[config.mk]
export PLATFORM = sky130hd
export DESIGN_NAME = pe_array
export DESIGN_NICKNAME = d
export VERILOG_FILES = /design/src/ppu_pkg.sv /design/src/pe_array.sv
export SDC_FILE = /design/constraint.sdc
export NUM_CORES = 2
export LEC_CHECK = 0
export BUFFER_PORTS_ARGS = -buffer_cell sky130_fd_sc_hd__buf_2
export CAP_MARGIN = 15
export CORE_MARGIN = 1.5
export CORE_UTILIZATION = 62
export CTS_BUF_LIST = sky130_fd_sc_hd__clkbuf_2
export DETAILED_ROUTE_END_ITERATION = 10
export PLACE_DENSITY_LB_ADDON = 0.15
export SLEW_MARGIN = 20
export SYNTH_ARGS = -nofsm -noshare
export SYNTH_HDL_FRONTEND = slang
export SYNTH_SLANG_ARGS = --single-unit
[constraint.sdc]
create_clock -name clk -period 10.5 [get_ports clk]
set_input_delay 0.525 -clock clk [delete_from_list [all_inputs] [get_ports clk]]
set_output_delay 0.525 -clock clk [all_outputs]
set_load 0.005 [all_outputs]
[src/ppu_pkg.sv]
// ==========================================================================
// Processing unit shared definitions
// Task kind encoding and width helpers used across the unit
// ==========================================================================

package ppu_pkg;

    // Prefix source of a task
    // TASK_NULL means the prefix id was all ones and the row is seeded
    typedef enum logic {
        TASK_PREFIX = 1'b0,
        TASK_NULL   = 1'b1
    } task_kind_e;

    // Index width for a table of n entries, never below one bit
    function automatic int id_width(input int n);
        return (n > 1) ? $clog2(n) : 1;
    endfunction

    // Bits in one packed partial-sum row
    function automatic int row_width(input int pe_count, input int acc_width);
        return pe_count * acc_width;
    endfunction

endpackage

[src/pe_array.sv]
// ==========================================================================
// Processing element array
// Weight buffer with direct write port and one accumulator per element,
// seeded from the prefix row or from the spike pattern
// ==========================================================================

`timescale 1ns/1ns

module pe_array #(
    parameter int SPIKES       = 8,
    parameter int PE_COUNT     = 16,
    parameter int WEIGHT_WIDTH = 8,
    parameter int ACC_WIDTH    = 16,
    localparam int SP_W        = ppu_pkg::id_width(SPIKES),
    localparam int PE_W        = ppu_pkg::id_width(PE_COUNT),
    localparam int ROW_W       = ppu_pkg::row_width(PE_COUNT, ACC_WIDTH)
) (
    input  logic                    clk,
    input  logic                    rst_n,

    // Weight write port
    input  logic                    wt_wr_en,
    input  logic [PE_W-1:0]         wt_pe,
    input  logic [SP_W-1:0]         wt_spike,
    input  logic [WEIGHT_WIDTH-1:0] wt_data,

    // Seeding
    input  logic                    load_en,
    input  ppu_pkg::task_kind_e     task_kind,
    input  logic [SPIKES-1:0]       seed_pattern,
    input  logic [ROW_W-1:0]        pfx_rd_data,

    // Accumulation
    input  logic                    acc_en,
    input  logic [SP_W-1:0]         spike_idx,

    output logic [ROW_W-1:0]        row_sums
);

    import ppu_pkg::*;

    // Consecutive elements sharing one pattern bit in null seeding
    localparam int GROUP = PE_COUNT / SPIKES;

    // Weight buffer indexed [element][spike]
    logic [WEIGHT_WIDTH-1:0] wbuf [PE_COUNT][SPIKES];

    always_ff @(posedge clk) begin
        if (wt_wr_en) begin
            wbuf[wt_pe][wt_spike] <= wt_data;
        end
    end

    // ======================================================================
    // Element lanes
    // ======================================================================

    for (genvar i = 0; i < PE_COUNT; i++) begin : g_pe
        logic [WEIGHT_WIDTH-1:0] w_sel;
        logic [ACC_WIDTH-1:0]    w_ext;
        logic [ACC_WIDTH-1:0]    acc_q;

        // Weight of this element for the spike under scan
        assign w_sel = wbuf[i][spike_idx];
        assign w_ext = {{(ACC_WIDTH - WEIGHT_WIDTH){w_sel[WEIGHT_WIDTH-1]}}, w_sel};

        always_ff @(posedge clk) begin
            if (load_en) begin
                if (task_kind == TASK_NULL) begin
                    // Seed with the mapped pattern bit as 0 or 1
                    acc_q <= ACC_WIDTH'(seed_pattern[i / GROUP]);
                end else begin
                    acc_q <= pfx_rd_data[i*ACC_WIDTH +: ACC_WIDTH];
                end
            end else if (acc_en) begin
                // Wraps modulo 2**ACC_WIDTH
                acc_q <= acc_q + w_ext;
            end
        end

        // Element 0 lands in the low slice
        assign row_sums[i*ACC_WIDTH +: ACC_WIDTH] = acc_q;
    end

    // Weights only change between tasks
    a_wt_quiet: assert property (@(posedge clk) disable iff (!rst_n)
        !(wt_wr_en && (load_en || acc_en)))
        else $error("weight write during a running task");

endmodule

==> impl_results.md <==
* Clock skew at 0.0960 ns
* Top post-synthesis cells by area: edfxtp_1 (64%), mux4_2 (9.6%), ha_1 (5.0%), mux2_2 (2.1%), nand2_1 (1.9%)
* Unrepaired setup endpoints after global routing: no
* Hold Crit Class: input port to flop
* Syn avg cell area at 15.5 um2
* Largest net degree at the start of global routing at 145
* Initial Utilization at 0.627
* Clock root cell: clkbuf_2
* CTS sink cnt at 1280
* Period minus WS final at 4.41 ns
* Slew margin rel. at 0.0896
* Share of layout cells above drive strength 1 at 0.256
* Tot Pwr at 14.1 mW
* First-pass detailed-route iteration total at 8
* GRT Resource Usage Total at 0.325
* Final Hold Vio Count at 0
* CTS clk-pin slew, worst paths at 0.10 ns
* Maximum VDD drop at 132 uV
* Tightest Pin Transition at 1.37 ns
* Area grow syn2layout at 24.5%
* Die H at 314 um
* Number of buffers created by CTS at 330
* Yosys top cell area share at 0.643
* DP HPWL at 85500 um
* Sequential cell area fraction in the yosys report at 0.643
* Final Util at 0.781
* Leak Pwr at 28.2 nW
* RR Startpoint: wbuf[14][3]$_DFFE_PP_
* Die area at 0.0983 mm2
* CTS tree: built
* DR vias at 41445
* Hold path start: task_kind
* Die width at 314 um
* Initial antenna violation count at 10
* Avg WL per Cell at 23.1 um
* Post-synth top cells: edfxtp_1 (1280), nand2_1 (302), mux4_2 (256)
* Worst Path Max Fanout at 99
* Top-count cell post-synth: edfxtp_1
* Setup crit start kind: input port
* Fmax at 227 MHz
* Core Area at 0.0953 mm2
* PortBufs at 542
* Yosys reg bits at 1280
* Ports at 544
* Grt total ovfl at 0
* Async set or reset register ratio after synthesis at 0
* Count of nets after finishing at 5934
* Drt initial violations at 4431
* Clk_lat worst skew at 1.54 ns
* DR vias/cell at 6.01
* YS warnings at 0
* Number of remaining DRC errors at 0
* Vias in the first global route at 42746
* Final Wtd Congestion at 0.861
* Post-CTS setup buffer count at 0
* Critical Path RT at 11.85 ns
* Synthesized area at 0.0598 mm2
* Final setup vio count at 0
* Final Cycle Share at 0.420
* Fin Setup TNS at 0 ns
* Unique cell type count in the Yosys netlist at 70
* Post-synth EDFFs at 1280
* Mapped Cells at 3863
* WL final at 160000 um
* Top FF cell, synth: edfxtp_1
* PwrDens at 189 mW/mm2
* Outcome: complete, no violations
* Crit path from: spike_idx[0]
* Worst EP arrival at 5.76 ns
* H-tree Lvls at 5
* Max Cap Viol at 0
* Crit. End Element: flop
* Slew Viols, Final at 0
* Bufs on Longest Clock Path at 4
* Row cnt at 113
* CP Class: input port to flop
* Synth Net Count at 4407
* Routed Antenna Nets at 0
* Cell taking the most area after synthesis: edfxtp_1
* R2R setup slack at 6.16 ns
* First-pass GRT wire length at 242000 um
[path summary, 6_finish.rpt]
check                                 endpoint  cells past startpoint
setup / recovery   g_pe[3].acc_q[14]$_DFFE_PP_                     16
hold / removal     g_pe[4].acc_q[14]$_DFFE_PP_                      5
setup reg to reg  g_pe[14].acc_q[15]$_DFFE_PP_                     12
hold reg to reg    g_pe[6].acc_q[15]$_DFFE_PP_                      2
[per-stage QoR]
step / instances / hold WS (ns) / setup slack [ns] / cell area, um2
finish: 6893 / 0.190 / 6.09 / 74400
global route: 6886 / 0.131 / 5.78 / 74400
CTS: 6880 / 0.00104 / 6.16 / 74400
detailed placement: 5562 / 0.712 / 5.06 / 63900
global placement: 5562 / 0.703 / 5.12 / 63900
floorplan: 3863 / 0.624 / 2.91 / 59800
[per-layer routing]
layer	vias up	wire, um	global-route usage
li1	18419	-	-
met1	20390	62000	0.421
met2	2182	79000	0.541
met3	450	12800	0.0658
met4	4	5690	0.134
met5	-	21	0
[state kept, by name, indices dropped and copies added, names as in the netlist]
signal      flops
wbuf         1024
g_pe.acc_q    256
[cell type report]
cell class / count / area, um2
timing repair buffer: 1335 / 10700
inverter: 97 / 364
clock buffer: 451 / 2260
sequential: 1280 / 38400
antenna: 13 / 32.5
tap: 1265 / 1580
fill: 5336 / 20900
multi-input combinational: 2346 / 20500
clock inverter: 106 / 552
[where the power goes]
| group | switching, mW | internal (mW) |
|---|---|---|
| Sequential | 0.256 | 6.10 |
| Combinational | 2.26 | 2.16 |
| Clock | 2.00 | 1.28 |
| Total | 4.52 | 9.54 |
[cell usage in the layout (no fill, tap or decap), types with 36 or more instances in the layout]
master / n
mux4_2: 256
ha_1: 240
a21o_1: 64
nand2_1: 302
nor2b_1: 43
o21a_1: 36
o21ai_1: 187
buf_2: 530
mux2_2: 112
clkinv_1: 76
clkbuf_2: 451
o21ai_0: 117
edfxtp_1: 1280
inv_1: 96
xnor2_1: 85
xor2_1: 99
dlygate4sd3_1: 755
nor2_1: 237
nand2b_1: 36
a21oi_1: 187
[critical path: stages]
cell,delay (ns)
buf_8,0.51
buf_12,0.67
mux4_2,0.62
mux2_2,0.30
ha_1,0.23
inv_1,0.09
fa_1,0.19
nand2b_1,0.16
a21oi_1,0.11
o211ai_1,0.24
a21oi_1,0.13
a2111oi_2,0.55
a21oi_1,0.19
or4b_1,0.49
nand4_1,0.09
dlygate4sd3_1,0.55
[repair_timing]
action | in CTS | in global routing
endpoints found under the hold margin | 2195 | 0
gates resized for setup | 0 | 0
hold buffers | 761 | 0
[cells by family (layout without fill, tap and decap cells)]
logic type / Yosys count / in the layout / share of synthesized area
adder cells (fa/ha/maj): 256 / 256 / 0.0556
flip-flops: 1280 / 1280 / 0.643
AO/OA/AOI/OAI: 783 / 783 / 0.0798
multiplexers: 402 / 402 / 0.123
AND/OR/NAND/NOR: 708 / 708 / 0.0511
buffers and inverters: 237 / 1989 / 0.0153
XOR/XNOR: 197 / 197 / 0.0321
other: 0 / 13 / 0
No activity file was read; power rests on OpenSTA's default activity.
