$ cat src/ppu_pkg.sv
// ==========================================================================
// Processing unit shared definitions
// Task kind encoding and width helpers used across the unit
// ==========================================================================

package ppu_pkg;

    // Prefix source of a task
    // TASK_NULL means the prefix id was all ones and the row is seeded
    typedef enum logic {
        TASK_PREFIX = 1'b0,
        TASK_NULL   = 1'b1
    } task_kind_e;

    // Index width for a table of n entries, never below one bit
    function automatic int id_width(input int n);
        return (n > 1) ? $clog2(n) : 1;
    endfunction

    // Bits in one packed partial-sum row
    function automatic int row_width(input int pe_count, input int acc_width);
        return pe_count * acc_width;
    endfunction

endpackage

$ cat src/task_decoder.sv
// ==========================================================================
// Task decoder
// Captures a task, detects the null prefix and walks the spike pattern
// with a bit-scan-forward decoder, one set spike per cycle
// ==========================================================================

`timescale 1ns/1ns

module task_decoder #(
    parameter int ROWS   = 16,
    parameter int SPIKES = 8,
    localparam int ID_W  = ppu_pkg::id_width(ROWS),
    localparam int SP_W  = ppu_pkg::id_width(SPIKES)
) (
    input  logic                 clk,
    input  logic                 rst_n,

    // Task side
    input  logic                 task_valid,
    input  logic [ID_W-1:0]      task_row_id,
    input  logic [ID_W-1:0]      task_prefix_id,
    input  logic [SPIKES-1:0]    task_pattern,
    output logic                 task_ready,
    output logic                 proc_busy,
    output logic                 proc_done,

    // Controls toward the element array
    output ppu_pkg::task_kind_e  task_kind,
    output logic [SPIKES-1:0]    seed_pattern,
    output logic                 load_en,
    output logic                 acc_en,
    output logic [SP_W-1:0]      spike_idx,

    // Controls toward the row buffer
    output logic [ID_W-1:0]      pfx_rd_row,
    output logic [ID_W-1:0]      wr_row,
    output logic                 wr_en
);

    import ppu_pkg::*;

    // All-ones id marks a task without a prefix
    localparam logic [ID_W-1:0] NULL_ID = ID_W'(ROWS - 1);

    localparam logic [1:0] ST_IDLE = 2'd0;
    localparam logic [1:0] ST_LOAD = 2'd1;
    localparam logic [1:0] ST_SCAN = 2'd2;
    localparam logic [1:0] ST_WB   = 2'd3;

    logic [1:0]        state;
    logic [1:0]        state_nxt;
    logic              accept;

    // Captured task fields
    logic [ID_W-1:0]   row_q;
    logic [ID_W-1:0]   pfx_q;
    logic [SPIKES-1:0] pat_q;
    task_kind_e        kind_q;

    // Working copy of the pattern, one bit removed per scan cycle
    logic [SPIKES-1:0] work_q;
    logic [SPIKES-1:0] work_clr;

    logic [SP_W-1:0]   bsf_idx;
    logic              bsf_hit;

    assign accept = task_valid && (state == ST_IDLE);

    // ======================================================================
    // Task capture
    // ======================================================================

    always_ff @(posedge clk) begin
        if (accept) begin
            row_q  <= task_row_id;
            pfx_q  <= task_prefix_id;
            pat_q  <= task_pattern;
            kind_q <= (task_prefix_id == NULL_ID) ? TASK_NULL : TASK_PREFIX;
        end
    end

    // Load on accept, then clear the scanned bit each scan cycle
    always_ff @(posedge clk) begin
        if (accept) begin
            work_q <= task_pattern;
        end else if (state == ST_SCAN) begin
            work_q <= work_clr;
        end
    end

    // ======================================================================
    // Bit scan forward
    // ======================================================================

    // Lowest set bit wins
    always_comb begin
        bsf_idx = '0;
        bsf_hit = 1'b0;
        for (int b = 0; b < SPIKES; b++) begin
            if (work_q[b] && !bsf_hit) begin
                bsf_idx = SP_W'(b);
                bsf_hit = 1'b1;
            end
        end
    end

    // Pattern as it will look once the current spike is consumed
    always_comb begin
        work_clr = work_q;
        work_clr[bsf_idx] = 1'b0;
    end

    // ======================================================================
    // Sequencing FSM
    // ======================================================================

    always_ff @(posedge clk) begin
        if (!rst_n) begin
            state <= ST_IDLE;
        end else begin
            state <= state_nxt;
        end
    end

    always_comb begin
        state_nxt = state;
        case (state)
            ST_IDLE: begin
                if (task_valid) begin
                    state_nxt = ST_LOAD;
                end
            end
            ST_LOAD: begin
                // Null task or empty suffix has nothing to accumulate
                if (kind_q == TASK_NULL || !bsf_hit) begin
                    state_nxt = ST_WB;
                end else begin
                    state_nxt = ST_SCAN;
                end
            end
            ST_SCAN: begin
                if (work_clr == '0) begin
                    state_nxt = ST_WB;
                end
            end
            default: state_nxt = ST_IDLE;
        endcase
    end

    // Status and control strobes come straight from the state
    assign task_ready   = (state == ST_IDLE);
    assign proc_busy    = (state != ST_IDLE);
    assign proc_done    = (state == ST_WB);
    assign load_en      = (state == ST_LOAD);
    assign acc_en       = (state == ST_SCAN);
    assign wr_en        = (state == ST_WB);
    assign spike_idx    = bsf_idx;

    assign task_kind    = kind_q;
    assign seed_pattern = pat_q;
    assign pfx_rd_row   = pfx_q;
    assign wr_row       = row_q;

    // Each scan cycle consumes exactly one spike of the working pattern
    a_scan_one_bit: assert property (@(posedge clk) disable iff (!rst_n)
        acc_en |=> ($countones(work_q) + 1 == $countones($past(work_q))))
        else $error("scan cycle did not clear exactly one spike");

    a_wr_not_acc: assert property (@(posedge clk) disable iff (!rst_n)
        !(wr_en && acc_en))
        else $error("row writeback overlaps accumulation");

endmodule

$ cat config.mk
export PLATFORM = sky130hd
export DESIGN_NAME = task_decoder
export DESIGN_NICKNAME = d
export VERILOG_FILES = /design/src/ppu_pkg.sv /design/src/task_decoder.sv
export SDC_FILE = /design/constraint.sdc
export NUM_CORES = 1
export LEC_CHECK = 0
export ABC_CLOCK_PERIOD_IN_PS = 4800
export BUFFER_PORTS_ARGS = -buffer_cell sky130_fd_sc_hd__buf_2
export CAP_MARGIN = 30
export CORE_UTILIZATION = 47
export CTS_BUF_LIST = sky130_fd_sc_hd__clkbuf_8
export DETAILED_ROUTE_END_ITERATION = 7
export PLACE_DENSITY = 0.78
export SYNTH_ARGS = -nofsm -noshare
export SYNTH_HDL_FRONTEND = slang
export SYNTH_SLANG_ARGS = --single-unit
$ cat constraint.sdc
create_clock -name clk -period 4.8 [get_ports clk]
set_input_delay 0.96 -clock clk [delete_from_list [all_inputs] [get_ports clk]]
set_output_delay 0.96 -clock clk [all_outputs]
set_load 0.005 [all_outputs]
==> results_dict.tcl, run 1 <==
set metrics [dict create \
    cp-end-kind "primary output" \
    viasPerCell 5.32 \
    crit_type "flop to primary output" \
    max_freq_ghz 0.365 \
    drt_iter0_markers 33 \
    slew-limit-headroom 0.428 \
    maxCapViolations 0 \
    dp_hpwl_mm 1.63 \
    gp_congestion 0.925 \
    cts_max_path_buffers 2 \
    multi_input_area_um2 393 \
    clk_latency_ps 270 \
    grt_usage 0.172 \
    areaGrowthSynthToFinish_pct 21.3 \
    hold_path.class "flop to flop" \
    async_flop_share 0 \
    power.static_leakage_nw 0.657 \
    post-route-drc-count 0 \
    rsz0062_at_grt "false" \
    timing.final.ws_setup_ps 2060 \
    postCtsSetupBuffers 0 \
    grt_max_degree 28 \
    dieHeight_um 53.5 \
    synthFlopType "edfxtp_1" \
    start_util 0.498 \
    syn_inst 101 \
    numCtsBuffers 3 \
    final_common_cell "buf_2" \
    drt-pass1-iter-count 4 \
    fin_worst_hold_slack_ps 540 \
    diodes 0 \
    drive_above_1_share 0.354 \
    yosysSeqAreaShare 0.635 \
    pre_cts_ws_ps 2380 \
    port_buffers 44 \
    finalCriticalPeriod_ps 2740 \
    cts_tree "built" \
    antenna_left 0 \
    ys_ff_latch 27 \
    fillers 214 \
    cts_resized 0 \
    worst_slew_pin_slew_ps 857 \
    required_ps 3840 \
    num_rows 18 \
    yosysWarnings 0 \
    setup_tns_ps 0 \
    register_area_um2 791 \
    setup_viol 0 \
    core_area_um2 2500 \
    die_area_um2 2860 \
    finClkSkew_ps 3.63 \
    io_pins 45 \
    num_vias 926 \
    grt_pass1_wl_mm 3.46 \
    path_max_fanout 9 \
    layout_common_cells "buf_2 (44), edfxtp_1 (25), nand2_1 (18), o21ai_0 (6), inv_1 (6)" \
    synth_area_um2 1240 \
    synth_edf_count 25 \
    wl_per_cell_um 12.5 \
    grt_pass1_vias 877 \
    nets 169 \
    total_power_mw 0.828 \
    clock-sinks 27 \
    synth_cell_types 28 \
    clk_pin_slew_worst_paths_ps 90 \
    period_share 0.571 \
    die_w_um 53.5 \
    finalHoldViolations 0 \
    root_buffer "clkbuf_8" \
    ir_drop_mv 0.282 \
    cp.arrival_ps 1780 \
    avgSynthCellArea_um2 12.3 \
    routed_wl_mm 2.18 \
    overflow 0 \
    startpoint_type "flop" \
    htreeDepth 1 \
    slew_violations 0 \
    power_density_nw_per_um2 548 \
    hold_buffers 0 \
    antenna_found_initial 0 \
    status "completed" \
    synth_nets 125 \
]
[power by group]
part           internal (mW)  switching (mW)
sequential             0.352          0.0645
combinational          0.118           0.168
clock                 0.0581          0.0678
total                  0.528           0.300
[layer usage]
metal,part of all wire,GRT usage
met3,0.10,0.0402
met2,0.46,0.277
met5,0,0
met1,0.42,0.208
met4,0.015,0.0965
[stage by stage]
step | area [um2] | util | std cells
3_5_place_dp | 1460 | 0.586 | 170
2_1_floorplan | 1240 | - | 101
3_3_place_gp | 1460 | 0.586 | 170
6_report | 1510 | 0.604 | 174
4_1_cts | 1510 | 0.604 | 174
5_1_grt | 1510 | 0.604 | 174
[path summary, 6_finish.rpt]
kind                   from      endpoint  slack [ps]  cells after the start
setup / recovery  work_q[0]  spike_idx[0]        2060                      5
hold / removal     state[0]      state[0]         540                      2
setup reg to reg   state[0]     work_q[2]        2800                      5
hold reg to reg    state[0]      state[0]         540                      2
[Yosys cell counts (2+ instances only)]
cell	instances	area [um2]
a211oi_1	3	22.5
a21oi_1	3	15.0
buf_6	2	22.5
dfxtp_1	2	40.0
edfxtp_1	25	751
ha_1	5	62.6
inv_1	6	22.5
mux2i_1	2	20.0
nand2_1	18	67.6
nand2b_1	2	12.5
nand3_1	4	20.0
nor2_1	5	18.8
nor3_1	3	15.0
o21ai_0	6	30.0
o21ai_1	2	10.0
[registers in the layout, summed over array words and instances (netlist names)]
signal        cells
wr_row            4
work_q            8
pfx_rd_row        4
task_kind         1
seed_pattern      8
state             2
[cell type report]
| class | instances | area share |
|---|---|---|
| sequential | 27 | 0.524 |
| multi-input combinational | 63 | 0.260 |
| timing repair buffer | 44 | 0.146 |
| clock buffer | 3 | 0.0273 |
| tap | 30 | 0.0249 |
| inverter | 6 | 0.0149 |
| clock inverter | 1 | 0.00331 |
[kinds of logic (layout without fill, tap and decap cells)]
family	count (synthesis)	in the layout	synth area share
AOI/OAI and AO/OA	20	20	0.115
adders and majority gates	5	5	0.0503
buffers and inverters	11	54	0.0492
DFF	27	27	0.635
muxes	2	2	0.0161
and+or+nand+nor	36	36	0.135
[worst max-delay path, cell delays in order, from the launching register on]
cell       delay, ps
edfxtp_1         530
nor4_2           430
nand2_1          130
nor2_1           160
o2bb2ai_1        130
buf_2            130
Power figures use the tool's default switching activity.
==> inputs of run 2 (changes only) <==
Settings changed: ABC_CLOCK_PERIOD_IN_PS 4800 to 2800.
Clock period 4.8 ns to 2.8 ns, I/O delays scaled along.
==> run 2 against run 1 <==
Compared with the run above:
- combinational power up 74%
- global-route usage grew 0.97 points
- critical endpoint unchanged
- clock-buffer cell count unchanged
==> results_dict.tcl, run 2 (same netlist as run 1, synthesis figures left out) <==
set metrics [dict create \
    period_share 0.835 \
    hold_path.class "input port to flop" \
    ir_drop_mv 0.608 \
    num_rows 18 \
    port_buffers 44 \
    wl_per_cell_um 13.7 \
    io_pins 45 \
    dp_hpwl_mm 1.74 \
    viasPerCell 5.63 \
    top_usage_layer "met2" \
    path_cells "nor4_2 -> nand2_1 -> nor2_1 -> o2bb2ai_1 -> buf_2" \
    worst_slew_pin_slew_ps 875 \
    rsz0062_at_grt "false" \
    grt_usage 0.181 \
    cts_resized 0 \
    drt-pass1-iter-count 4 \
    grt_max_degree 28 \
    total_power_mw 1.43 \
    die_area_um2 2860 \
    power_density_nw_per_um2 950 \
    final_common_cell "buf_2" \
    postCtsSetupBuffers 0 \
    startpoint_type "flop" \
    antenna_left 0 \
    place_area_um2 1460 \
    layout_common_cells "buf_2 (44), edfxtp_1 (25), nand2_1 (18), o21ai_0 (6), inv_1 (6)" \
    cts_tree "built" \
    power.static_leakage_nw 0.657 \
    clk_pin_slew_worst_paths_ps 90 \
    grt_util_met1 0.245 \
    status "completed" \
    diodes 0 \
    max_freq_ghz 0.427 \
    grt_pass1_wl_mm 3.65 \
    cts_max_path_buffers 2 \
    clockPowerShare 0.151 \
    met2_usage 0.288 \
    root_buffer "clkbuf_8" \
    cp_slowest_cell "edfxtp_1" \
    p_sw_mw 0.530 \
    critical_path.max_stage_delay_ps 540 \
    routed_wl_mm 2.38 \
    path_max_fanout 9 \
    nets 169 \
    num_vias 980 \
    post-route-drc-count 0 \
    setup_tns_ps 0 \
    slew-limit-headroom 0.416 \
    hold_buffers 0 \
    gp_congestion 0.909 \
    finClkSkew_ps 5.52 \
    drt_iter0_markers 38 \
    areaGrowthSynthToFinish_pct 21.3 \
    dieHeight_um 53.5 \
    drive_above_1_share 0.354 \
    clock-sinks 27 \
    core_area_um2 2500 \
    required_ps 2240 \
    grt_pass1_vias 841 \
    maxCapViolations 0 \
    overflow 0 \
    p_int_mw 0.905 \
    setup_viol 0 \
    slew_violations 0 \
    combPwrFrac 0.348 \
    cp.arrival_ps 1780 \
    clk_latency_ps 270 \
    antenna_found_initial 0 \
    cp-end-kind "primary output" \
    finalCriticalPeriod_ps 2340 \
    die_w_um 53.5 \
    met3_usage 0.0316 \
    htreeDepth 1 \
    finalHoldViolations 0 \
    stdcell_area_um2 1510 \
    switching_share 0.369 \
    numCtsBuffers 3 \
    crit_type "flop to primary output" \
    seq_power_share 0.501 \
    start_util 0.498 \
]
-- run 2: metrics by stage --
stage	worst slack [ps]	hold WS, ps	util	instances
finish	461	457	0.604	174
global route	321	447	0.604	174
CTS	468	454	0.604	174
detailed placement	724	515	0.586	170
global placement	833	500	0.586	170
floorplan	802	483	-	101
-- run 2: layout make-up --
type | instances | area, um2
Tap cell | 30 | 37.5
Multi-Input combinational cell | 63 | 393
Sequential cell | 27 | 791
Clock buffer | 3 | 41.3
Inverter | 6 | 22.5
Fill cell | 210 | 990
Clock inverter | 1 | 5.00
Timing Repair Buffer | 44 | 220
-- run 2: worst paths after layout --
kind	slack, ps	cells past startpoint	end	from
setup / recovery	460	5	spike_idx[0]	work_q[0]
hold / removal	460	1	wr_row[0]	task_row_id[0]
setup reg to reg	770	5	work_q[2]	state[0]
hold reg to reg	530	2	state[0]	state[0]
-- run 2: metal layers --
metal / vias up / routed length [um]
met4: 0 / 42
met3: 7 / 189
met5: - / 0
li1: 455 / -
met2: 53 / 1150
met1: 465 / 991
-- run 2: critical path: cells and delay by family, from the launching register on --
| family | cells | cell delay [ps] |
|---|---|---|
| buffers and inverters | 1 | 140 |
| AOI/OAI and AO/OA | 1 | 130 |
| DFF | 1 | 540 |
| and+or+nand+nor | 3 | 710 |
-- run 2: power by group through the flow --
stage                     combinational [mW]  sequential (mW)  clock, mW
after floorplan                        0.373            0.677          0
after detailed placement               0.498            0.724          0
final                                  0.499            0.719      0.217
after global routing                   0.564            0.736      0.235
after global placement                 0.481            0.712          0
after CTS                              0.501            0.715      0.221
